`src/qspi_flash_pkg.sv`:
```
// shared types and constants for the qspi flash model
// opcodes, protocol phases, lane modes, id and timing constants
`default_nettype none

package qspi_flash_pkg;

    // kept command set
    typedef enum logic [7:0] {
        OP_READ_ID      = 8'h9F,
        OP_READ_STATUS  = 8'h05,
        OP_WREN         = 8'h06,
        OP_WRDI         = 8'h04,
        OP_READ         = 8'h03,
        OP_FAST_READ    = 8'h0B,
        OP_DUAL_READ    = 8'h3B,
        OP_PAGE_PROG    = 8'h02,
        OP_QUAD_PROG    = 8'h32,
        OP_SECTOR_ERASE = 8'h20
    } opcode_e;

    typedef enum logic [2:0] {
        PH_CMD,
        PH_ADDR,
        PH_DUMMY,
        PH_READ,
        PH_WRITE,
        PH_STATUS,
        PH_ID,
        PH_IGNORE   // rest of the frame is dropped
    } phase_e;

    typedef enum logic [1:0] {
        LANE_X1 = 2'd0,
        LANE_X2 = 2'd1,
        LANE_X4 = 2'd2
    } lane_mode_e;

    typedef logic [7:0]  data_byte_t;
    typedef logic [23:0] jedec_id_t;

    localparam jedec_id_t JEDEC_ID = 24'hC22017;   // manufacturer, type, capacity

    localparam int ADDR_BYTES   = 3;
    localparam int PAGE_BYTES   = 256;
    localparam int SECTOR_BYTES = 4096;

    // dummy edges between address and read data
    localparam int FAST_READ_DUMMY = 8;
    localparam int DUAL_READ_DUMMY = 4;

    localparam int STATUS_WIP_BIT = 0;
    localparam int STATUS_WEL_BIT = 1;

endpackage

`default_nettype wire
```
`src/qspi_lane_rx.sv`:
```
// input deserializer for the qspi pins
// assembles x1, x2 or x4 groups into bytes, msb first
`timescale 1ns/100ps
`default_nettype none

module qspi_lane_rx (
    input  logic                       qspi_sclk,
    input  logic                       qspi_cs_n,
    input  logic [3:0]                 io_in,
    input  qspi_flash_pkg::lane_mode_e lanes,
    output qspi_flash_pkg::data_byte_t rx_byte,
    output logic                       rx_valid
);

    qspi_flash_pkg::data_byte_t shift_q;
    qspi_flash_pkg::data_byte_t shift_next;
    logic [2:0] cnt_q;        // bits collected so far
    logic [3:0] cnt_next;
    logic [3:0] step;

    always_comb begin
        case (lanes)
            qspi_flash_pkg::LANE_X2: begin
                step       = 4'd2;
                shift_next = {shift_q[5:0], io_in[1:0]};
            end
            qspi_flash_pkg::LANE_X4: begin
                step       = 4'd4;
                shift_next = {shift_q[3:0], io_in};
            end
            default: begin
                step       = 4'd1;
                shift_next = {shift_q[6:0], io_in[0]};   // single lane on io0
            end
        endcase
    end

    assign cnt_next = {1'b0, cnt_q} + step;

    // the sampling edge at the end of this cycle completes the byte
    assign rx_valid = cnt_next[3];
    assign rx_byte  = shift_next;

    always_ff @(posedge qspi_sclk or posedge qspi_cs_n) begin
        if (qspi_cs_n) begin
            shift_q <= '0;
            cnt_q   <= '0;
        end else begin
            shift_q <= shift_next;
            cnt_q   <= cnt_next[2:0];   // rolls over into the next byte
        end
    end

endmodule

`default_nettype wire

```
`config.mk`:
```
export PLATFORM = sky130hd
export DESIGN_NAME = qspi_lane_rx
export DESIGN_NICKNAME = d
export VERILOG_FILES = /design/src/qspi_flash_pkg.sv /design/src/qspi_lane_rx.sv
export SDC_FILE = /design/constraint.sdc
export NUM_CORES = 1
export LEC_CHECK = 0
export ABC_AREA = 1
export BUFFER_PORTS_ARGS = -buffer_cell sky130_fd_sc_hd__buf_4
export CORE_AREA = 2 2 39 41
export CTS_CLUSTER_SIZE = 8
export DETAILED_ROUTE_END_ITERATION = 10
export DIE_AREA = 0 0 41 43
export GPL_TIMING_DRIVEN = 0
export PLACE_DENSITY = 0.7
export SYNTH_ARGS = -nofsm -noshare
export SYNTH_HDL_FRONTEND = slang
export SYNTH_SLANG_ARGS = --single-unit
```
`constraint.sdc`:
```
create_clock -name qspi_sclk -period 2.61 [get_ports qspi_sclk]
set_input_delay 0.783 -clock qspi_sclk [delete_from_list [all_inputs] [get_ports qspi_sclk]]
set_output_delay 0.783 -clock qspi_sclk [all_outputs]
set_load 0.05 [all_outputs]
```
==> run summary <==
cell area after synthesis = 559 um2
1st-pass router iterations = 4
setup violators final = 0
CTS tree = built
clk_skew = 2.51 ps
vias after detailed routing = 495
HPWL Detailed = 830 um
Distinct cells, synth = 14
clock buffer depth = 2
hold crit path type = flip-flop to flip-flop
Antenna diodes = 0
Max Clk Rate = 392 MHz
Mapped Nets = 82
vias in the first global route = 457
switching part of the total = 38.4%
worst-margin pin slew = 400 ps
drt wl/cell = 10.7 um
hold path depth = 1
Total GRT Usage = 15.5%
DRT iter0 DRCs = 7
Mapped Cells = 67
fin nets = 104
Die X = 41 um
clock sinks = 10
Ys Warns = 0
Final Util = 57.1%
flops & latches, synth = 10
initial antenna violation count = 0
fin. max-slew vios = 0
Combinational Power Share = 40.6%
placed cells = 99
synth-to-layout area growth = 41.4%
Hold Vio Cnt, Final = 0
r2r startpoint = cnt_q[0]
largest net degree at the start of global routing = 11
Post-CTS Hold Buffers = 0
# rows = 14
vias per std cell = 4.76
global-route wire length before repair = 1790 um
NetSw = 0.229 mW
power per cell area = 756 mW/mm2
TritonCTS buffer count = 3
CTS clk-pin slew, worst paths = 70 ps
CORE AREA = 0.00138 mm2
fill count = 122
min Tclk post-route = 2550 ps
CTS H-tree depth = 1
share of power burned in registers = 36.3%
arrival time worst endpoint = 1770 ps
Power Internal = 0.369 mW
Ports = 17
WP data required = 1830 ps
hold endpoint = cnt_q[0]
fin cells = 104
die area = 0.00176 mm2
DRC = 0
leakage = 0.442 nW
critical path launch point type = primary input
Max-cap violations = 0
Max VDD drop = 0.356 mV
gr ovfl total = 0
outcome = complete, no violations
WHS = 485 ps
share of cells above drive strength 1 = 33.0%
cell area after layout = 791 um2
period utilization = 97.8%
Port Buffers = 16
power share of the clock group = 23.1%
hold path startpoint = cnt_q[0]
Total Wirelength = 1110 um
setup ws final = 58.4 ps
sequential fraction of the synthesis area = 44.7%
Setup Slack @ Placement = -185 ps
Critical Path End Type = primary output
Final ANT Viol Nets = 0
CTS Root Cell = clkbuf_4
Worst R2R End = cnt_q[2]
Worst slew margin = 73.3%
DP Area = 707 um2
setup_tns = 0 ps
unrepaired setup endpoints after global routing = false
Worst Path Max Fanout = 2
mean area per synthesized cell = 8.35 um2
Reg2Reg Depth = 3
WS Path Type = primary input to primary output
clock latency on the worst-skew pair = 260 ps
Starting Density = 40.4%
Reg2Reg Setup Slack = 1380 ps
GPL Wtd Cong = 0.722
total power draw = 0.598 mW
die height = 43 um
-- power groups by stage --
stage               logic (mW)  registers, mW  clock network [mW]
floorplan                0.167          0.211                   0
global placement         0.222          0.216                   0
detailed placement       0.228          0.217                   0
CTS                      0.233          0.214               0.144
global route             0.268          0.222               0.152
finish                   0.243          0.217               0.138
-- repair_timing --
item,in CTS,in global routing
endpoints found under the setup margin,7,6
pin swaps,1,0
resized for setup,3,5
cloned,0,0
setup buffers,1,0
-- layer usage --
layer  global-route usage [%]  vias up  share of wire (%)
li1                         -      247                  -
met1                     17.3      233                 45
met4                     12.0        0               0.90
met2                     24.1       13                 50
met5                        0        -                  0
met3                     3.14        2                4.8
-- worst max path at each step --
stage / startpoint / to / slack (ps) / depth (start not counted)
after floorplan: lanes[0] / rx_valid / 2 / 5
after global placement: lanes[0] / rx_valid / -140 / 7
after detailed placement: lanes[0] / rx_valid / -190 / 7
after CTS: lanes[0] / rx_byte[1] / 3 / 8
after global routing: lanes[1] / rx_valid / 8 / 7
final: lanes[1] / rx_valid / 60 / 7
-- cells in the mapped netlist --
library cell	number	area [um2]
nand2_1	38	143
dfrtp_1	10	250
ha_1	6	75.1
inv_1	3	11.3
a21oi_1	1	5.00
buf_4	1	7.51
buf_6	1	11.3
fa_1	1	20.0
inv_2	1	3.75
nand2_2	1	6.26
nand3_1	1	5.00
nor2_1	1	3.75
o21ai_2	1	8.76
xor2_1	1	8.76
-- flip-flops by register name, indices dropped and copies added, names as in the netlist --
| name | count |
|---|---|
| cnt_q | 3 |
| shift_q | 7 |
-- layout make-up --
| cell class | instances | area, um2 | area share [%] |
|---|---|---|---|
| Multi-Input combinational cell | 51 | 310 | 39.2 |
| Sequential cell | 10 | 250 | 31.6 |
| Timing Repair Buffer | 17 | 135 | 17.1 |
| Clock buffer | 4 | 36.3 | 4.59 |
| Inverter | 4 | 20.0 | 2.53 |
| Tap cell | 16 | 20.0 | 2.53 |
| Buffer | 2 | 18.8 | 2.37 |
-- critical path, cell delays in order --
cell     delay (ps)
buf_4           100
inv_1            50
ha_1            210
ha_1            280
nand3_1          70
nand2_1          80
buf_4           190
-- cell usage in the layout (no fill, tap or decap) --
| master | n |
|---|---|
| nand2_1 | 38 |
| buf_4 | 16 |
| dfrtp_1 | 10 |
| inv_1 | 3 |
| buf_6 | 3 |
| ha_1 | 3 |
| clkbuf_4 | 3 |
| ha_4 | 2 |
| inv_6 | 1 |
| a21oi_1 | 1 |
| nand3_1 | 1 |
| xor2_1 | 1 |
| nor2_1 | 1 |
| nand2_2 | 1 |
| o21ai_4 | 1 |
| fa_1 | 1 |
| ha_2 | 1 |
| clkbuf_8 | 1 |
-- cells by family after synthesis --
kind of cell	count (synthesis)	synth area share, %
AND/OR/NAND/NOR	41	28.2
flip-flops	10	44.7
adder cells (fa/ha/maj)	7	17.0
buffers and inverters	6	6.04
AO/OA/AOI/OAI	2	2.46
XOR/XNOR	1	1.57
(Power assumes the default switching activity.)
