<file path="src/qspi_flash_pkg.sv">
// shared types and constants for the qspi flash model
// opcodes, protocol phases, lane modes, id and timing constants
`default_nettype none

package qspi_flash_pkg;

    // kept command set
    typedef enum logic [7:0] {
        OP_READ_ID      = 8'h9F,
        OP_READ_STATUS  = 8'h05,
        OP_WREN         = 8'h06,
        OP_WRDI         = 8'h04,
        OP_READ         = 8'h03,
        OP_FAST_READ    = 8'h0B,
        OP_DUAL_READ    = 8'h3B,
        OP_PAGE_PROG    = 8'h02,
        OP_QUAD_PROG    = 8'h32,
        OP_SECTOR_ERASE = 8'h20
    } opcode_e;

    typedef enum logic [2:0] {
        PH_CMD,
        PH_ADDR,
        PH_DUMMY,
        PH_READ,
        PH_WRITE,
        PH_STATUS,
        PH_ID,
        PH_IGNORE   // rest of the frame is dropped
    } phase_e;

    typedef enum logic [1:0] {
        LANE_X1 = 2'd0,
        LANE_X2 = 2'd1,
        LANE_X4 = 2'd2
    } lane_mode_e;

    typedef logic [7:0]  data_byte_t;
    typedef logic [23:0] jedec_id_t;

    localparam jedec_id_t JEDEC_ID = 24'hC22017;   // manufacturer, type, capacity

    localparam int ADDR_BYTES   = 3;
    localparam int PAGE_BYTES   = 256;
    localparam int SECTOR_BYTES = 4096;

    // dummy edges between address and read data
    localparam int FAST_READ_DUMMY = 8;
    localparam int DUAL_READ_DUMMY = 4;

    localparam int STATUS_WIP_BIT = 0;
    localparam int STATUS_WEL_BIT = 1;

endpackage

`default_nettype wire
</file>
<file path="src/qspi_lane_tx.sv">
// output serializer for the qspi pins
// shifts bytes msb first on io1 or io1:io0 and reloads after each byte
`timescale 1ns/100ps
`default_nettype none

module qspi_lane_tx (
    input  logic                       qspi_sclk,
    input  logic                       qspi_cs_n,
    input  logic                       tx_load,
    input  qspi_flash_pkg::data_byte_t tx_byte,
    input  qspi_flash_pkg::lane_mode_e tx_lanes,
    input  logic [3:0]                 tx_oe,
    output logic                       tx_byte_done,
    output logic [3:0]                 io_out,
    output logic [3:0]                 io_en
);

    qspi_flash_pkg::data_byte_t shift_q;
    qspi_flash_pkg::lane_mode_e lanes_q;
    logic [2:0] cnt_q;   // groups already shifted in this byte
    logic [2:0] last_cnt;
    logic [3:0] en_q;
    logic       reload;

    always_comb begin
        case (lanes_q)
            qspi_flash_pkg::LANE_X2: begin
                last_cnt = 3'd3;
                io_out   = {2'b00, shift_q[7:6]};
            end
            qspi_flash_pkg::LANE_X4: begin
                last_cnt = 3'd1;
                io_out   = shift_q[7:4];
            end
            default: begin
                last_cnt = 3'd7;
                io_out   = {2'b00, shift_q[7], 1'b0};   // SO is io1
            end
        endcase
    end

    assign tx_byte_done = (|en_q) && (cnt_q == last_cnt);
    assign reload       = tx_load || tx_byte_done;
    assign io_en        = en_q;

    always_ff @(posedge qspi_sclk or posedge qspi_cs_n) begin
        if (qspi_cs_n) begin
            cnt_q   <= '0;
            lanes_q <= qspi_flash_pkg::LANE_X1;
            en_q    <= 4'b0000;   // all pins float
        end else begin
            cnt_q <= reload ? 3'd0 : cnt_q + 3'd1;
            if (tx_load) begin
                lanes_q <= tx_lanes;
                en_q    <= tx_oe;
            end
        end
    end

    always_ff @(posedge qspi_sclk) begin
        if (reload) begin
            shift_q <= tx_byte;
        end else begin
            case (lanes_q)
                qspi_flash_pkg::LANE_X2: shift_q <= shift_q << 2;
                qspi_flash_pkg::LANE_X4: shift_q <= shift_q << 4;
                default:                 shift_q <= shift_q << 1;
            endcase
        end
    end

endmodule

`default_nettype wire

</file>
<file path="config.mk">
export PLATFORM = sky130hd
export DESIGN_NAME = qspi_lane_tx
export DESIGN_NICKNAME = d
export VERILOG_FILES = /design/src/qspi_flash_pkg.sv /design/src/qspi_lane_tx.sv
export SDC_FILE = /design/constraint.sdc
export NUM_CORES = 1
export LEC_CHECK = 0
export BUFFER_PORTS_ARGS = -buffer_cell sky130_fd_sc_hd__buf_4
export CAP_MARGIN = 20
export CORE_MARGIN = 2
export CORE_UTILIZATION = 49
export CTS_CLUSTER_DIAMETER = 80
export CTS_CLUSTER_SIZE = 8
export DETAILED_ROUTE_END_ITERATION = 8
export PLACE_DENSITY = 0.77
export SLEW_MARGIN = 20
export SYNTH_ARGS = -nofsm -noshare
export SYNTH_HDL_FRONTEND = slang
export SYNTH_SLANG_ARGS = --single-unit
</file>
<file path="constraint.sdc">
create_clock -name qspi_sclk -period 2.7 [get_ports qspi_sclk]
set_clock_uncertainty 0.2 [all_clocks]
set_input_delay 0.405 -clock qspi_sclk [delete_from_list [all_inputs] [get_ports qspi_sclk]]
set_output_delay 0.405 -clock qspi_sclk [all_outputs]
set_load 0.1 [all_outputs]
</file>
==> PnR_summary.wiki, run 1 <==
{| class="wikitable"
! Metric !! Value
|-
| Status || completed
|-
| Sequential cell area in the final layout || 385 sq um
|-
| Total number of nets in the final design || 132
|-
| Final hold violations || 0
|-
| Die area || 0.00212 sq mm
|-
| Gr ovfl total || 0
|-
| Most area-consuming cells after synthesis || sky130_fd_sc_hd__dfrtp_1 26%, sky130_fd_sc_hd__dfxtp_1 19%, sky130_fd_sc_hd__mux2_2 12%, sky130_fd_sc_hd__a22oi_1 4.3%, sky130_fd_sc_hd__ha_1 4.3%
|-
| Critical path's slowest cell || sky130_fd_sc_hd__dfrtp_1
|-
| Crit-path cells || inv_1, ha_2, xor2_2, nand3_1, nor2b_2, buf_4
|-
| Worst-skew pair later-pin latency || 0.28 ns
|-
| Vertical extent of the die || 46.0 um
|-
| Initial detailed-routing violation count || 14
|-
| HPWL after detailed placement || 1240 um
|-
| Count of max-cap constraint violations || 0
|-
| Type of the tightest min-delay check || in -> reg
|-
| Unique cell type count in the Yosys netlist || 27
|-
| Footprint of the multi-input gates || 452 sq um
|-
| Total Routing Usage GR || 17.5%
|-
| Period minus WS final || 2.51 ns
|-
| Highest-count cells in the layout ignoring fill and taps || 26 x sky130_fd_sc_hd__buf_4, 9 x sky130_fd_sc_hd__mux2_2, 9 x sky130_fd_sc_hd__nand2_1, 9 x sky130_fd_sc_hd__dfrtp_1, 8 x sky130_fd_sc_hd__dfxtp_1
|-
| Inserted Clock Buffers || 3
|-
| #FFs+latches synth || 17
|-
| Via density || 5.32
|-
| H-tree levels || 1
|-
| Number of port buffers || 25
|-
| Total nets after synthesis || 105
|-
| Cell type contributing the most total cell area after synthesis || sky130_fd_sc_hd__dfrtp_1
|-
| Clock buffer depth || 2
|-
| CP peak stage delay || 0.40 ns
|-
| Average wire per standard cell || 12.7 um
|-
| Standby leakage power || 0.494 nW
|-
| TritonCTS sink count || 17
|-
| DRT antenna net count || 0
|-
| Setup slack after placement || 0.409 ns
|-
| Vias after detailed routing || 681
|-
| Wire length of the first global-routing pass || 2580 um
|-
| Die X || 46.0 um
|-
| Final worst slack || 0.194 ns
|-
| Area of the core || 0.00169 sq mm
|-
| Kind of critical path || reg -> out
|-
| Total power density per cell area || 643 mW/mm^2
|-
| Number of slew-limit violations in the final report || 0
|-
| Post-synth design cell area || 865 sq um
|-
| Via count of the first global-routing pass || 596
|-
| Worst setup slack for register-to-register paths || 0.65 ns
|-
| Number of setup buffers added after CTS || 0
|-
| Post-Place Cells || 123
|-
| Highest fanout seen on the critical path || 9
|-
| Initial antenna violation count || 0
|-
| Standard-cell rows || 15
|-
| Number of fillers in the final layout || 138
|-
| Area growth from synthesis to final layout || 27.4%
|-
| # DRC || 0
|-
| Total I/O pin count || 26
|-
| Root buffer cell || sky130_fd_sc_hd__clkbuf_4
|-
| Cell count after synthesis || 85
|-
| Detailed-router iteration count before antenna repair || 4
|-
| VDD IR max || 0.306 mV
|-
| Warnings, synthesis || 0
|-
| Final standard cell utilization of the core || 65.2%
|-
| Antenna Diode Count || 0
|-
| Pin count of the biggest net entering global routing || 18
|-
| Share of final-layout standard cells stronger than drive strength 1 || 41.4%
|-
| Share of the synthesized area in the top cell type || 26.0%
|-
| Final Instance Count excl. Fillers || 128
|-
| Headroom to the max-slew limit || 73.9%
|-
| Measured slew at the worst slew-check pin || 0.390 ns
|-
| Mean post-synth cell area || 10.2 sq um
|-
| Initial cell density of the core || 51.2%
|-
| Maximum clock frequency || 399 MHz
|-
| Endpoint kind of the worst setup timing path || primary output
|-
| Routed Wire Length || 1630 um
|-
| Data required time of the worst path || 2.10 ns
|-
| Most frequent standard cell in the layout excluding fill and tap cells || sky130_fd_sc_hd__buf_4
|-
| RD Place Congestion || 0.744
|-
| Category of the worst setup path launch point || flop
|-
| Final worst-path cycle share || 92.8%
|-
| Arrival time at the worst endpoint || 1.90 ns
|-
| Clk pin slew, worst setup/hold paths || 0.10 ns
|-
| Sequential area share after synthesis || 44.6%
|-
| Post-Route Hold Slack || 0.135 ns
|-
| CTS tree || built
|-
| Final setup violation count || 0
|-
| Unrepaired setup endpoints after global routing || no
|}
-- area by class of cell --
class	instances	share of cell area, %
Inverter	3	1.02
Sequential cell	17	35.0
Timing Repair Buffer	27	18.6
Tap cell	17	1.93
Clock buffer	4	2.39
Multi-Input combinational cell	60	41.0
-- state kept, by name, summed over array words and instances, names as in the netlist --
signal / flops
shift_q: 8
cnt_q: 3
io_en: 4
lanes_q: 2
-- synth_stat cells (all sizes together) --
library cell,n
or4,1
and2b,1
dfxtp,8
a22oi,5
clkbuf,3
nor3,1
ha,3
nand3b,1
a21oi,4
xnor2,2
and2,3
nand3,1
nor2,6
nand2,9
nand4,1
xor2,1
nor2b,2
buf,2
mux2,9
o21ai,7
a41oi,1
a221o,1
inv,3
dfrtp,9
nor4b,1
-- repair_timing --
item	in CTS	in global routing
hold buffers	1	0
gates resized for setup	0	1
hold endpoints to repair	9	0
setup endpoints to repair	0	1
-- where the power goes --
part / switching, mW / total, mW / internal (mW)
Sequential: 0.0252 / 0.309 / 0.283
Combinational: 0.177 / 0.267 / 0.0900
Clock: 0.0757 / 0.133 / 0.0573
-- path summary, 6_finish.rpt --
kind                                  from            to  depth (start not counted)
worst max register to register    io_en[1]    shift_q[5]                          3
worst min register to register    io_en[3]      io_en[3]                          1
worst max-delay path            lanes_q[0]  tx_byte_done                          6
max in group asynchronous        qspi_cs_n      io_en[2]                          3
worst min-delay path            tx_byte[0]    shift_q[0]                          2
min in group asynchronous        qspi_cs_n      cnt_q[0]                          3
-- metrics by stage --
step                power [mW]  area [sq um]  TNS, ns
floorplan                0.514           870  -0.0675
global placement         0.572          1060        0
detailed placement       0.579          1060        0
CTS                      0.714          1100        0
global route             0.746          1100        0
finish                   0.708          1100        0
-- critical path: cells and delay by family, from the launching register on --
kind | cells | cell delay [ns]
flops | 1 | 0.40
fa+ha+maj | 1 | 0.29
simple gates | 2 | 0.30
buf+inv | 2 | 0.38
xor+xnor | 1 | 0.25
-- per-layer routing --
metal	up-vias	GRT usage (%)	share of wire, %
met5	-	0	0
met4	0	6.86	1.0
met3	2	2.38	2.5
met2	13	29.7	49
met1	319	22.0	47
li1	347	-	-
-- kinds of logic (layout without fill, tap and decap cells) --
| family | Yosys count | count (layout) | share of synthesized area, % |
|---|---|---|---|
| AND/OR/NAND/NOR | 27 | 27 | 16.4 |
| adder cells (fa/ha/maj) | 3 | 3 | 4.34 |
| AO/OA/AOI/OAI | 18 | 18 | 15.1 |
| flip-flops | 17 | 17 | 44.6 |
| buffers and inverters | 8 | 34 | 4.05 |
| XOR/XNOR | 3 | 3 | 3.91 |
| multiplexers | 9 | 9 | 11.7 |
(Power assumes the default switching activity.)
==> run 2, diff against run 1 <==
--- a/config.mk
+++ b/config.mk
@@ -5,6 +5,7 @@
 export SDC_FILE = /design/constraint.sdc
 export NUM_CORES = 1
 export LEC_CHECK = 0
+export ABC_AREA = 1
 export BUFFER_PORTS_ARGS = -buffer_cell sky130_fd_sc_hd__buf_4
 export CAP_MARGIN = 20
 export CORE_MARGIN = 2
@@ -12,8 +13,10 @@
 export CTS_CLUSTER_DIAMETER = 80
 export CTS_CLUSTER_SIZE = 8
 export DETAILED_ROUTE_END_ITERATION = 8
-export PLACE_DENSITY = 0.77
+export PLACE_DENSITY = 0.76
+export REMOVE_ABC_BUFFERS = 1
 export SLEW_MARGIN = 20
 export SYNTH_ARGS = -nofsm -noshare
 export SYNTH_HDL_FRONTEND = slang
 export SYNTH_SLANG_ARGS = --single-unit
+export TNS_END_PERCENT = 5
==> run 2 against run 1 <==
  * First-iteration DRC count is 21% lower
  * Die area up 3.6%
  * Register-to-register slack better by 0.24 ns
  * Non-clock buffer count shrank 1
  * Largest cell class unchanged
  * Clock-buffer cell count is the same
  * Flip-flop and latch count unchanged
  * Worst hold slack got worse by 0.042 ns
  * Fmax fell by 1.6%
  * Via count increased by 22%
  * Critical endpoint unchanged
  * Cell area grew 3.6%
  * Critical path type unchanged
  * Critical path depth increased by 3
==> PnR_summary.wiki, run 2 <==
{| class="wikitable"
! Metric !! Value
|-
| Status || completed
|-
| Initial antenna violation count || 0
|-
| Final Instance Count excl. Fillers || 177
|-
| Most frequent standard cell in the layout excluding fill and tap cells || sky130_fd_sc_hd__nand2_1
|-
| VDD IR max || 0.375 mV
|-
| Share of total power in combinational logic || 36.5%
|-
| Most area-consuming cells after synthesis || sky130_fd_sc_hd__dfrtp_1 25%, sky130_fd_sc_hd__nand2_1 20%, sky130_fd_sc_hd__dfxtp_1 18%, sky130_fd_sc_hd__inv_1 7.5%, sky130_fd_sc_hd__nand3_1 6.1%
|-
| Final setup violation count || 0
|-
| Most used flip-flop cell after synthesis || sky130_fd_sc_hd__dfrtp_1
|-
| Die X || 46.8 um
|-
| Initial cell density of the core || 52.0%
|-
| Final hold violations || 0
|-
| Number of buffers and inverters on the critical path || 5
|-
| Share of async-settable or async-resettable flops after synthesis || 52.9%
|-
| Library cell with the highest instance count after synthesis || sky130_fd_sc_hd__nand2_1
|-
| # DRC || 0
|-
| Number of fillers in the final layout || 167
|-
| Highest-count cells in the layout ignoring fill and taps || 48 x sky130_fd_sc_hd__nand2_1, 25 x sky130_fd_sc_hd__buf_4, 18 x sky130_fd_sc_hd__inv_1
|-
| Cell count after synthesis || 124
|-
| Endpoint kind of the worst setup timing path || primary output
|-
| Critical path's slowest cell || sky130_fd_sc_hd__ha_2
|-
| Via density || 4.68
|-
| Share of final-layout standard cells stronger than drive strength 1 || 23.0%
|-
| Area growth from synthesis to final layout || 27.0%
|-
| CTS tree || built
|-
| Post-route cell area || 0.00114 sq mm
|-
| Worst-skew pair later-pin latency || 0.29 ns
|-
| Clk pin slew, worst setup/hold paths || 0.09 ns
|-
| Net load switching power || 0.275 mW
|-
| Post-Route Hold Slack || 0.0934 ns
|-
| Total Routing Usage GR || 19.2%
|-
| Sequential area share after synthesis || 42.9%
|-
| Final worst slack || 0.154 ns
|-
| Die area || 0.00219 sq mm
|-
| RD Place Congestion || 0.837
|-
| Standard-cell rows || 15
|-
| Maximum clock frequency || 393 MHz
|-
| Clock buffer depth || 2
|-
| Detailed-router iteration count before antenna repair || 4
|-
| Relative contribution of the clock network to total power || 19.5%
|-
| Placement-stage cell area || 0.00110 sq mm
|-
| Via count of the first global-routing pass || 752
|-
| Mean post-synth cell area || 7.24 sq um
|-
| Number of setup buffers added after CTS || 0
|-
| Standby leakage power || 0.638 nW
|-
| Relative contribution of sequential cells to total power || 44.1%
|-
| Initial detailed-routing violation count || 11
|-
| Vertical extent of the die || 46.8 um
|-
| Top post-synthesis cells by count || 48 x sky130_fd_sc_hd__nand2_1, 18 x sky130_fd_sc_hd__inv_1, 11 x sky130_fd_sc_hd__nand3_1
|-
| HPWL after detailed placement || 1420 um
|-
| Number of slew-limit violations in the final report || 0
|-
| Total Neg Setup Slack || 0 ns
|-
| Max reg flops || 8
|-
| Final total power || 0.689 mW
|-
| Number of enable flip-flop cells after synthesis || 0
|-
| Total power density per cell area || 604 mW/mm^2
|-
| Data required time of the worst path || 2.10 ns
|-
| Pin count of the biggest net entering global routing || 13
|-
| Final worst-path cycle share || 94.3%
|-
| Type of the tightest min-delay check || in -> reg
|-
| Post-Place Cells || 172
|-
| TritonCTS sink count || 17
|-
| Switching power as a share of total power || 39.9%
|-
| Measured slew at the worst slew-check pin || 0.341 ns
|-
| Kind of cell with the highest combined delay on the critical path || buffers and inverters
|-
| Routed Wire Length || 1830 um
|-
| Post-synth design cell area || 898 sq um
|-
| H-tree levels || 1
|-
| Root buffer cell || sky130_fd_sc_hd__clkbuf_4
|-
| Setup slack after placement || 0.414 ns
|-
| Gr ovfl total || 0
|-
| Period minus WS final || 2.55 ns
|-
| Most repeated library cell on the critical path || sky130_fd_sc_hd__inv_1
|-
| Inserted Clock Buffers || 3
|-
| Unrepaired setup endpoints after global routing || no
|-
| CP peak stage delay || 0.44 ns
|-
| #FFs+latches synth || 17
|-
| Final standard cell utilization of the core || 66.1%
|-
| Arrival time at the worst endpoint || 1.94 ns
|-
| Highest fanout seen on the critical path || 10
|-
| Unique cell type count in the Yosys netlist || 21
|-
| Vias after detailed routing || 829
|-
| Antenna Diode Count || 0
|-
| DRT antenna net count || 0
|-
| Wire length of the first global-routing pass || 2970 um
|-
| Total number of nets in the final design || 173
|-
| Top reg by flops || shift_q
|-
| Headroom to the max-slew limit || 77.2%
|-
| Total I/O pin count || 26
|-
| Count of max-cap constraint violations || 0
|-
| Category of the worst setup path launch point || flop
|-
| Number of port buffers || 25
|-
| Share of the synthesized area in the top cell type || 25.1%
|-
| Average wire per standard cell || 10.4 um
|-
| Area of the core || 0.00173 sq mm
|-
| Cell type contributing the most total cell area after synthesis || sky130_fd_sc_hd__dfrtp_1
|-
| Warnings, synthesis || 0
|-
| Design internal power || 0.414 mW
|-
| Kind of critical path || reg -> out
|-
| Crit-path cells || inv_1, ha_2, inv_4, nand2_2, nand3_4, inv_1, nand2_2, inv_1, buf_4
|}
==> run 2: cell types whose count changed in the layout (fill, tap and decap cells not counted), moves of 2 or more <==
cell	delta
sky130_fd_sc_hd__inv_1	+15
sky130_fd_sc_hd__mux2_2	-9
sky130_fd_sc_hd__a22oi_1	-5
sky130_fd_sc_hd__nand2_2	+2
sky130_fd_sc_hd__nand3_1	+10
sky130_fd_sc_hd__and2_1	-2
sky130_fd_sc_hd__a21oi_1	-3
sky130_fd_sc_hd__nand2_1	+39
==> run 2: cells by family (layout without fill, tap and decap cells) <==
kind of cell    after synthesis  count (layout)  share of synthesized area [%]
xor+xnor                      1               1                          0.975
simple gates                 69              69                           32.7
compound gates               12              12                           8.91
fa+ha+maj                     3               3                           4.18
flops                        17              17                           42.9
buf+inv                      22              50                           10.3
==> run 2: final cells by class <==
cell class                      count  area (sq um)  share of cell area (%)
Tap cell                           25          31.3                    2.74
Sequential cell                    17           385                    33.8
Clock buffer                        4          26.3                    2.30
Multi-Input combinational cell     85           423                    37.1
Inverter                           20          77.6                    6.80
Timing Repair Buffer               26           198                    17.3
==> run 2: worst register-to-register path, stage by stage (launching register included) <==
cell	delay [ns]
sky130_fd_sc_hd__dfrtp_1	0.39
sky130_fd_sc_hd__inv_1	0.10
sky130_fd_sc_hd__ha_2	0.35
sky130_fd_sc_hd__a21oi_1	0.18
sky130_fd_sc_hd__nand2_1	0.10
sky130_fd_sc_hd__o21bai_4	0.27
sky130_fd_sc_hd__nand2_1	0.09
sky130_fd_sc_hd__nand2_1	0.07
==> run 2: what timing repair did <==
item	4_1_cts	5_1_grt
resized for setup	0	1
hold buffers	1	0
setup endpoints to repair	0	1
endpoints found under the hold margin	9	0
==> run 2: path summary, 6_finish.rpt <==
check                           start      endpoint  slack (ns)  cells past startpoint
hold / removal             tx_byte[5]    shift_q[5]        0.09                      3
min in group asynchronous   qspi_cs_n      io_en[3]        0.43                      3
setup reg to reg           lanes_q[0]    shift_q[2]        0.89                      7
hold reg to reg              cnt_q[0]      cnt_q[0]        0.30                      1
max in group asynchronous   qspi_cs_n      cnt_q[0]        1.63                      3
setup / recovery           lanes_q[0]  tx_byte_done        0.15                      9
==> run 2: layer usage <==
layer  GRT usage (%)  vias to the layer above  routed length, um
met5               0                        -                  0
met4            10.0                        0                 42
met3            2.31                        5                 95
met2            32.3                       28                861
met1            24.0                      361                833
li1                -                      435                  -
==> run 2: power by group through the flow <==
| stage | combinational (mW) | sequential (mW) | clock (mW) |
|---|---|---|---|
| after global routing | 0.274 | 0.307 | 0.149 |
| after global placement | 0.245 | 0.308 | 0 |
| after detailed placement | 0.250 | 0.309 | 0 |
| after CTS | 0.252 | 0.304 | 0.140 |
| after floorplan | 0.152 | 0.342 | 0 |
| final | 0.251 | 0.304 | 0.134 |
