===== src/qspi_flash_pkg.sv =====
// shared types and constants for the qspi flash model
// opcodes, protocol phases, lane modes, id and timing constants
`default_nettype none

package qspi_flash_pkg;

    // kept command set
    typedef enum logic [7:0] {
        OP_READ_ID      = 8'h9F,
        OP_READ_STATUS  = 8'h05,
        OP_WREN         = 8'h06,
        OP_WRDI         = 8'h04,
        OP_READ         = 8'h03,
        OP_FAST_READ    = 8'h0B,
        OP_DUAL_READ    = 8'h3B,
        OP_PAGE_PROG    = 8'h02,
        OP_QUAD_PROG    = 8'h32,
        OP_SECTOR_ERASE = 8'h20
    } opcode_e;

    typedef enum logic [2:0] {
        PH_CMD,
        PH_ADDR,
        PH_DUMMY,
        PH_READ,
        PH_WRITE,
        PH_STATUS,
        PH_ID,
        PH_IGNORE   // rest of the frame is dropped
    } phase_e;

    typedef enum logic [1:0] {
        LANE_X1 = 2'd0,
        LANE_X2 = 2'd1,
        LANE_X4 = 2'd2
    } lane_mode_e;

    typedef logic [7:0]  data_byte_t;
    typedef logic [23:0] jedec_id_t;

    localparam jedec_id_t JEDEC_ID = 24'hC22017;   // manufacturer, type, capacity

    localparam int ADDR_BYTES   = 3;
    localparam int PAGE_BYTES   = 256;
    localparam int SECTOR_BYTES = 4096;

    // dummy edges between address and read data
    localparam int FAST_READ_DUMMY = 8;
    localparam int DUAL_READ_DUMMY = 4;

    localparam int STATUS_WIP_BIT = 0;
    localparam int STATUS_WEL_BIT = 1;

endpackage

`default_nettype wire

===== src/qspi_cmd_fsm.sv =====
// command decoder and phase sequencer of the flash model
// holds WEL, builds the status byte and picks the byte to shift out
`timescale 1ns/100ps
`default_nettype none

module qspi_cmd_fsm #(
    parameter int MEM_BYTES = 16384
) (
    input  logic                         qspi_sclk,
    input  logic                         qspi_cs_n,
    input  qspi_flash_pkg::data_byte_t   rx_byte,
    input  logic                         rx_valid,
    input  qspi_flash_pkg::data_byte_t   rd_data,
    input  logic                         busy,
    input  logic                         busy_done,
    input  logic                         tx_byte_done,
    output qspi_flash_pkg::lane_mode_e   lanes,
    output logic                         wr_en,
    output logic [$clog2(MEM_BYTES)-1:0] wr_addr,
    output qspi_flash_pkg::data_byte_t   wr_data,
    output logic                         erase_start,
    output logic [$clog2(MEM_BYTES)-1:0] erase_addr,
    output logic [$clog2(MEM_BYTES)-1:0] rd_addr,
    output logic                         tx_load,
    output qspi_flash_pkg::data_byte_t   tx_byte,
    output qspi_flash_pkg::lane_mode_e   tx_lanes,
    output logic [3:0]                   tx_oe
);

    localparam int AW = $clog2(MEM_BYTES);
    localparam int PW = $clog2(qspi_flash_pkg::PAGE_BYTES);

    qspi_flash_pkg::phase_e  phase_q;
    qspi_flash_pkg::opcode_e cmd_q;
    logic [1:0]    addr_cnt_q;
    logic [3:0]    dummy_cnt_q;
    logic [3:0]    dummy_last;
    logic [AW-1:0] addr_q;
    logic [1:0]    id_idx_q;
    logic          addr_done;
    logic [7:0]    status;
    logic          wel = 1'b0;   // survives chip select

    assign addr_done = (phase_q == qspi_flash_pkg::PH_ADDR) && rx_valid &&
                       (addr_cnt_q == 2'(qspi_flash_pkg::ADDR_BYTES - 1));

    assign dummy_last = (cmd_q == qspi_flash_pkg::OP_DUAL_READ) ?
                        4'(qspi_flash_pkg::DUAL_READ_DUMMY - 1) :
                        4'(qspi_flash_pkg::FAST_READ_DUMMY - 1);

    // memory side strobes, taken on the edge that completes the byte
    assign wr_en       = (phase_q == qspi_flash_pkg::PH_WRITE) && rx_valid;
    assign wr_addr     = addr_q;
    assign wr_data     = rx_byte;
    assign erase_start = addr_done && (cmd_q == qspi_flash_pkg::OP_SECTOR_ERASE);
    assign erase_addr  = {addr_q[AW-9:0], rx_byte};
    assign rd_addr     = addr_q;

    always_comb begin
        status = '0;
        status[qspi_flash_pkg::STATUS_WIP_BIT] = busy;
        status[qspi_flash_pkg::STATUS_WEL_BIT] = wel;
    end

    // next byte for the serializer
    always_comb begin
        case (phase_q)
            qspi_flash_pkg::PH_STATUS: tx_byte = status;   // live value on every reload
            qspi_flash_pkg::PH_ID: begin
                case (id_idx_q)
                    2'd0:    tx_byte = qspi_flash_pkg::JEDEC_ID[23:16];
                    2'd1:    tx_byte = qspi_flash_pkg::JEDEC_ID[15:8];
                    default: tx_byte = qspi_flash_pkg::JEDEC_ID[7:0];
                endcase
            end
            default: tx_byte = rd_data;
        endcase
    end

    // write enable latch, cleared when a program or erase completes
    always_ff @(posedge qspi_sclk) begin
        if (busy_done) begin
            wel <= 1'b0;
        end else if (phase_q == qspi_flash_pkg::PH_CMD && rx_valid) begin
            if (rx_byte == qspi_flash_pkg::OP_WREN) begin
                wel <= 1'b1;
            end else if (rx_byte == qspi_flash_pkg::OP_WRDI) begin
                wel <= 1'b0;
            end
        end
    end

    always_ff @(posedge qspi_sclk or posedge qspi_cs_n) begin
        if (qspi_cs_n) begin
            phase_q     <= qspi_flash_pkg::PH_CMD;
            cmd_q       <= qspi_flash_pkg::OP_READ;
            addr_cnt_q  <= '0;
            dummy_cnt_q <= '0;
            addr_q      <= '0;
            id_idx_q    <= '0;
            lanes       <= qspi_flash_pkg::LANE_X1;
            tx_load     <= 1'b0;
            tx_lanes    <= qspi_flash_pkg::LANE_X1;
            tx_oe       <= 4'b0000;
        end else begin
            tx_load <= 1'b0;
            case (phase_q)
                qspi_flash_pkg::PH_CMD: begin
                    if (rx_valid) begin
                        cmd_q <= qspi_flash_pkg::opcode_e'(rx_byte);
                        case (qspi_flash_pkg::opcode_e'(rx_byte))
                            qspi_flash_pkg::OP_READ_ID: begin
                                phase_q  <= qspi_flash_pkg::PH_ID;
                                id_idx_q <= 2'd0;
                                tx_load  <= 1'b1;
                                tx_lanes <= qspi_flash_pkg::LANE_X1;
                                tx_oe    <= 4'b0010;   // SO on io1
                            end
                            qspi_flash_pkg::OP_READ_STATUS: begin
                                phase_q  <= qspi_flash_pkg::PH_STATUS;
                                tx_load  <= 1'b1;
                                tx_lanes <= qspi_flash_pkg::LANE_X1;
                                tx_oe    <= 4'b0010;
                            end
                            qspi_flash_pkg::OP_READ,
                            qspi_flash_pkg::OP_FAST_READ,
                            qspi_flash_pkg::OP_DUAL_READ: phase_q <= qspi_flash_pkg::PH_ADDR;
                            qspi_flash_pkg::OP_PAGE_PROG,
                            qspi_flash_pkg::OP_QUAD_PROG,
                            qspi_flash_pkg::OP_SECTOR_ERASE: begin
                                phase_q <= wel ? qspi_flash_pkg::PH_ADDR :
                                                 qspi_flash_pkg::PH_IGNORE;
                            end
                            default: phase_q <= qspi_flash_pkg::PH_IGNORE;   // WREN, WRDI, unknown
                        endcase
                    end
                end
                qspi_flash_pkg::PH_ADDR: begin
                    if (rx_valid) begin
                        addr_q     <= {addr_q[AW-9:0], rx_byte};   // high address bits drop off
                        addr_cnt_q <= addr_cnt_q + 2'd1;
                    end
                    if (addr_done) begin
                        dummy_cnt_q <= '0;
                        case (cmd_q)
                            qspi_flash_pkg::OP_READ: begin
                                phase_q  <= qspi_flash_pkg::PH_READ;
                                tx_load  <= 1'b1;
                                tx_lanes <= qspi_flash_pkg::LANE_X1;
                                tx_oe    <= 4'b0010;
                            end
                            qspi_flash_pkg::OP_FAST_READ,
                            qspi_flash_pkg::OP_DUAL_READ: phase_q <= qspi_flash_pkg::PH_DUMMY;
                            qspi_flash_pkg::OP_PAGE_PROG: phase_q <= qspi_flash_pkg::PH_WRITE;
                            qspi_flash_pkg::OP_QUAD_PROG: begin
                                phase_q <= qspi_flash_pkg::PH_WRITE;
                                lanes   <= qspi_flash_pkg::LANE_X4;   // 1-1-4 data
                            end
                            default: phase_q <= qspi_flash_pkg::PH_IGNORE;   // erase already started
                        endcase
                    end
                end
                qspi_flash_pkg::PH_DUMMY: begin
                    dummy_cnt_q <= dummy_cnt_q + 4'd1;
                    if (dummy_cnt_q == dummy_last) begin
                        phase_q <= qspi_flash_pkg::PH_READ;
                        tx_load <= 1'b1;
                        if (cmd_q == qspi_flash_pkg::OP_DUAL_READ) begin
                            tx_lanes <= qspi_flash_pkg::LANE_X2;
                            tx_oe    <= 4'b0011;
                        end else begin
                            tx_lanes <= qspi_flash_pkg::LANE_X1;
                            tx_oe    <= 4'b0010;
                        end
                    end
                end
                qspi_flash_pkg::PH_READ: begin
                    if (tx_load || tx_byte_done) begin
                        addr_q <= addr_q + 1'b1;   // keep tx_byte one ahead
                    end
                end
                qspi_flash_pkg::PH_WRITE: begin
                    if (rx_valid) begin
                        // wrap inside the page
                        addr_q <= {addr_q[AW-1:PW], addr_q[PW-1:0] + PW'(1)};
                    end
                end
                qspi_flash_pkg::PH_ID: begin
                    if (tx_load || tx_byte_done) begin
                        id_idx_q <= (id_idx_q == 2'd2) ? 2'd0 : id_idx_q + 2'd1;
                    end
                end
                default: ;   // status streams by itself, ignore waits for cs
            endcase
        end
    end

endmodule

`default_nettype wire


===== config.mk =====
export PLATFORM = sky130hd
export DESIGN_NAME = qspi_cmd_fsm
export DESIGN_NICKNAME = d
export VERILOG_FILES = /design/src/qspi_flash_pkg.sv /design/src/qspi_cmd_fsm.sv
export SDC_FILE = /design/constraint.sdc
export NUM_CORES = 1
export LEC_CHECK = 0
export BUFFER_PORTS_ARGS = -buffer_cell sky130_fd_sc_hd__buf_2
export CORE_ASPECT_RATIO = 1.4
export CORE_MARGIN = 3
export CORE_UTILIZATION = 51
export DETAILED_ROUTE_END_ITERATION = 16
export PLACE_DENSITY = 0.81
export SLEW_MARGIN = 10
export SYNTH_ARGS = -nofsm -noshare
export SYNTH_HDL_FRONTEND = slang
export SYNTH_SLANG_ARGS = --single-unit

===== constraint.sdc =====
create_clock -name qspi_sclk -period 2.5 [get_ports qspi_sclk]
set_input_delay 0.125 -clock qspi_sclk [delete_from_list [all_inputs] [get_ports qspi_sclk]]
set_output_delay 0.125 -clock qspi_sclk [all_outputs]
set_load 0.05 [all_outputs]

==> flow_summary.yaml, run 1 <==
outcome:
  status: "complete, no violations"
sta:
  tightest_slew_ns: 0.612
  period_share_pct: 89.6
  setup_viol_count_final: 0
  maxSlewViolCount: 0
  slew_headroom_pct: 59.2
  rsz0062_at_grt: "no"
  fin_skew_ns: 0.0116
  fmax_mhz: 446
  hold_viol: 0
  setup_tns_ns: 0
  fin_crit_ns: 2.24
cells_and_area:
  diodes: 0
  fin_area_um2: 3050
  final_layout_size_suffix_gt1_share_pct: 33.6
  syn_to_final_growth_pct: 11.1
  num-nets-final: 393
  nFillCells: 487
job:
  cap_violations: 0
power:
  powerDensity_nw_per_um2: 1230
  power.static_leakage_nw: 1.42
  ir_worst_vdd_mv: 0.519
floorplan:
  ios: 91
  core_um2: 5200
  start_util_pct: 52.8
  rows: 31
  die_w_um: 68.0
  die_y_um: 92.8
  design.die.area_um2: 6310
global_route:
  antenna_found_initial: 0
  grt_start_max_net_pins: 38
  grt_pass1_wl_um: 10800
  grt_pass1_vias: 2343
  overflow: 0
  grt_use_total_pct: 21.7
clock_network:
  h-tree-depth: 2
  cts_setup_buffers: 0
  clkTransAtPathRegs_ns: 0.08
  clock-root-buffer: "clkbuf_8"
  clockBufferDepth: 2
  cts_tree: "done"
  insertion_delay_ns: 0.30
  cts_sinks: 38
  cts_buffers: 5
detailed_routing:
  post-route-drc-count: 0
  antenna_violating_nets_post_route: 0
  post_drt_wl_per_cell_um: 15.3
  drt-pass1-iter-count: 5
  vias_per_cell: 5.75
  drt_iter0_markers: 220
  num_vias: 2502
  routed_wl_um: 6670
synthesis:
  yosysMostFrequentCell: "buf_4"
  synthFlopType: "dfrtp_1"
  synthesis.area_um2: 2740
  syn_inst: 318
  async_reset_ff_share_pct: 97.4
  ys_warn_count: 0
  ys_ff_latch: 38
  synth_commonest_cells: "42 x buf_4, 35 x dfrtp_1, 26 x nor2_1"
  yosys-top-cells-area: "dfrtp_1 32%, buf_4 11%, a21oi_1 4.4%"
  synth_edf_count: 0
  ys_types: 64
  avgSynthCellArea_um2: 8.63
  synth_top_area_cell: "dfrtp_1"
  synth-seq-area-share_pct: 34.6
  synth_top_cell_area_share_pct: 31.9
critical_path:
  ff2ff_path_depth: 5
  ff2ff_setup_slack_ns: 0.43
  cp_data_arrival_time_ns: 2.12
  cp_max_fo: 20
  critPathKind: "reg -> out"
  critPathLaunchType: "register"
  cp-end-kind: "output port"
  r2r-end: "rd_addr[5]"
  required_ns: 2.38
  r2r-start: "phase_q[0]"
worst_hold_path:
  hp-start: "rx_byte[6]"
  holdPathStages: 2
  hold_end: "cmd_q[6]"
  hold_class: "in -> reg"
placed_design:
  dp_hpwl_um: 4920
  postPlaceCellArea_um2: 2940
  gp_congestion: 0.834
  numPortBuffers: 86
-- area by class of cell --
cell class | count | area, µm² | area share [%]
inverters | 6 | 22.5 | 0.739
clock inverters | 1 | 5.00 | 0.164
flip-flops and latches | 38 | 948 | 31.1
multi-input cells | 225 | 1420 | 46.7
well taps | 66 | 82.6 | 2.71
repair buffers | 92 | 480 | 15.8
clock buffers | 7 | 86.3 | 2.83
-- logic make-up after synthesis --
kind of cell / Yosys count / share of synthesized area [%]
buffers and inverters: 58 / 14.0
multiplexers: 11 / 4.56
XOR/XNOR: 5 / 1.60
other: 1 / 0.137
AND/OR/NAND/NOR: 120 / 24.3
flip-flops: 38 / 34.6
adder cells (fa/ha/maj): 3 / 1.37
AO/OA/AOI/OAI: 82 / 19.5
-- stage by stage --
stage	power, mW	util [%]	hold slack, ns	worst slack (ns)	instances
2_1_floorplan	3.04	-	0.197	0.0884	321
3_3_place_gp	3.28	56.5	0.260	0.562	425
3_5_place_dp	3.32	56.5	0.267	0.475	425
4_1_cts	3.77	58.6	0.165	0.259	435
5_1_grt	4.00	58.6	0.174	0.0893	435
6_report	3.76	58.6	0.172	0.260	435
-- where the power goes --
group | leakage [nW] | total [mW] | switching (mW) | internal [mW]
combinational | 0.909 | 2.22 | 1.67 | 0.551
sequential | 0.459 | 1.08 | 0.301 | 0.783
clock | 0.0482 | 0.450 | 0.227 | 0.223
total | 1.42 | 3.76 | 2.20 | 1.56
-- worst max path at each step --
| stage | startpoint | to | depth (start not counted) | slack, ns |
|---|---|---|---|---|
| after global placement | phase_q[1] | tx_oe[0] | 5 | 0.56 |
| after detailed placement | phase_q[0] | rd_addr[2] | 5 | 0.48 |
| final | phase_q[0] | erase_start | 5 | 0.26 |
| after CTS | phase_q[0] | erase_start | 5 | 0.26 |
| after floorplan | phase_q[2] | erase_start | 5 | 0.09 |
| after global routing | phase_q[0] | erase_start | 5 | 0.09 |
-- repair_timing --
action	in CTS	in global routing
resized for setup	0	0
hold endpoints to repair	36	0
hold buffers	2	0
-- sequential cells by signal, summed over array words and instances, names as in the netlist --
register,flops
rd_addr,14
cmd_q,8
dummy_cnt_q,4
phase_q,3
addr_cnt_q,2
id_idx_q,2
tx_oe,2
lanes,1
tx_load,1
wel,1
-- placed cells by master (no fill, tap or decap), drive strengths merged, types with 5 or more instances in the layout --
cell type and n:
inv 6, buf 90, nand3 7, nor3 17
mux2 9, nor2 27, nor3b 6, dfrtp 35
a21oi 25, nand2 24, o21ai 24, and3 6
clkbuf 7, o22ai 5
-- layer usage --
metal	up-vias	GRT usage (%)	routed length, µm
li1	1214	-	-
met1	1193	25.0	2640
met2	78	37.7	3540
met3	17	4.00	288
met4	0	9.12	207
met5	-	0	0
-- critical path: stages, from the launching register on --
cell	delay (ns)
dfrtp_1	0.74
nor3b_2	0.31
and2_1	0.23
nand2_1	0.07
nor3_1	0.19
buf_2	0.29
(Power assumes the default switching activity.)
==> run 2: changes to the inputs <==
==> constraint.sdc (replaced) <==
create_clock -name qspi_sclk -period 2.5 [get_ports qspi_sclk]
set_input_delay 0.25 -clock qspi_sclk [delete_from_list [all_inputs] [get_ports qspi_sclk]]
set_output_delay 0.25 -clock qspi_sclk [all_outputs]
set_load 0.05 [all_outputs]
==> run 2 against run 1 <==
  * Global-route usage rose by 0.40 points
  * Wire length rose by 0.31%
  * Sequential power barely moved
  * Worst setup slack improved by 0.039 ns
  * Via count rose by 1.4%
  * Register-to-register slack improved by 0.05 ns
  * Power rose by 6.7%
  * Non-clock buffer count rose by 2
  * Sequential share of layout area fell by 0.66 points
  * Design area rose by 2.2%
  * Cell count rose by 0.46%
  * Critical endpoint is now tx_byte[1]
  * Largest cell class unchanged
==> flow_summary.yaml, run 2 (same netlist as run 1, synthesis figures left out) <==
clock_network:
  cts_sinks: 38
  clkTransAtPathRegs_ns: 0.07
  cts_setup_buffers: 0
  ctsHoldBuffers: 0
  insertion_delay_ns: 0.29
  cts_buffers: 5
  clockBufferDepth: 2
  h-tree-depth: 2
  cts_tree: "done"
  clock-root-buffer: "clkbuf_8"
  cts-resized-gates: 0
sta:
  fmax_mhz: 454
  setup_tns_ns: 0
  fin_crit_ns: 2.20
  slew_headroom_pct: 53.7
  rsz0062_at_grt: "no"
  period_share_pct: 88.0
  fin_skew_ns: 0.00712
  setup_viol_count_final: 0
  hold_viol: 0
  tightest_slew_ns: 0.694
  maxSlewViolCount: 0
global_route:
  grt_start_max_net_pins: 38
  grt_pass1_vias: 2342
  grt_use_total_pct: 22.1
  grt_pass1_wl_um: 10800
  antenna_found_initial: 0
  overflow: 0
detailed_routing:
  routed_wl_um: 6690
  drt-pass1-iter-count: 4
  drt_iter0_markers: 118
  post-route-drc-count: 0
  post_drt_wl_per_cell_um: 15.3
  vias_per_cell: 5.80
  num_vias: 2536
  antenna_violating_nets_post_route: 0
cells_and_area:
  final_layout_size_suffix_gt1_share_pct: 35.0
  final_cell_mix: "86 x buf_2, 35 x dfrtp_1, 26 x nor2_1"
  layout.cells.non_filler: 437
  mostFrequentLayoutCell: "buf_2"
  syn_to_final_growth_pct: 13.5
  num-nets-final: 395
  nFillCells: 475
  largest_register_ffs: 14
  final-seq-area_um2: 948
  fin_area_um2: 3110
  diodes: 0
  multi_input_area_um2: 1430
critical_path:
  cpMostUsedCell: "nor2_1"
  cp_max_fo: 11
  path_delay_family: "flip-flops"
  cp-end-kind: "output port"
  critPathMaxStageDelay_ns: 0.53
  cp_data_arrival_time_ns: 1.95
  critPathLaunchType: "register"
  critPathKind: "reg -> out"
  critPathSlowestCell: "dfrtp_1"
  path_cells: "buf_4, nand2_1, nor2_1, nor2_1, a21oi_1, buf_2"
  required_ns: 2.25
  cp.buffers_inverters: 2
outcome:
  status: "complete, no violations"
power:
  powerDensity_nw_per_um2: 1290
  power.static_leakage_nw: 1.45
  total_power_mw: 4.01
  ir_worst_vdd_mv: 0.588
floorplan:
  core_um2: 5200
  die_y_um: 92.8
  ios: 91
  rows: 31
  die_w_um: 68.0
  design.die.area_um2: 6310
  start_util_pct: 52.8
placed_design:
  postPlaceCellArea_um2: 2970
  gp_congestion: 0.851
  dp_hpwl_um: 5010
  numPortBuffers: 86
  place_inst: 429
worst_hold_path:
  hold_class: "in -> async"
job:
  cap_violations: 0
[run 2: cell count changes in the layout (fill, tap and decap cells not counted), sizes merged]
cell / before / now
buf: 90 / 94
bufinv: 0 / 2
dlygate4sd3: 2 / 0
clkbuf: 7 / 6
clkinv: 1 / 0
[run 2: cell type report]
type                    count  share of cell area, %
flip-flops and latches     38                   30.5
clock inverters             2                   1.93
repair buffers             94                   15.7
clock buffers               6                   2.65
inverters                   6                  0.723
multi-input cells         225                   45.8
well taps                  66                   2.65
[run 2: worst min-delay path, cell delays in order]
cell and delay, ns:
buf_2 0.09, inv_1 0.04, buf_4 0.41
[run 2: worst paths after layout]
path / startpoint / end / slack, ns / depth (start not counted)
min: qspi_cs_n / rd_addr[12] / 0.06 / 3
max: phase_q[2] / tx_byte[1] / 0.30 / 6
max in group asynchronous: qspi_cs_n / cmd_q[1] / 2.07 / 3
max reg2reg: rd_addr[1] / rd_addr[10] / 0.48 / 6
min in group qspi_sclk: busy_done / wel / 0.10 / 2
min reg2reg: tx_oe[1] / tx_oe[1] / 0.47 / 1
[run 2: metrics by stage]
step                      setup WS, ns  utilization (%)  hold slack (ns)
final                            0.299             59.9           0.0581
after global routing             0.180             59.9           0.0988
after CTS                        0.295             59.9           0.0758
after detailed placement         0.505             57.2            0.392
after global placement           0.603             57.2            0.391
after floorplan                  0.178                -            0.322
[run 2: power breakdown]
| group | total [mW] | internal (mW) | switching [mW] | leakage (nW) |
|---|---|---|---|---|
| sequential | 1.05 | 0.784 | 0.264 | 0.459 |
| combinational | 2.31 | 0.579 | 1.73 | 0.919 |
| clock | 0.649 | 0.426 | 0.223 | 0.0714 |
[run 2: metal layers]
layer / routed length [µm] / up-vias / track usage (%)
met4: 102 / 0 / 6.63
met5: 0 / - / 0
met3: 304 / 8 / 3.76
met1: 2580 / 1231 / 26.1
li1: - / 1223 / -
met2: 3710 / 74 / 39.3
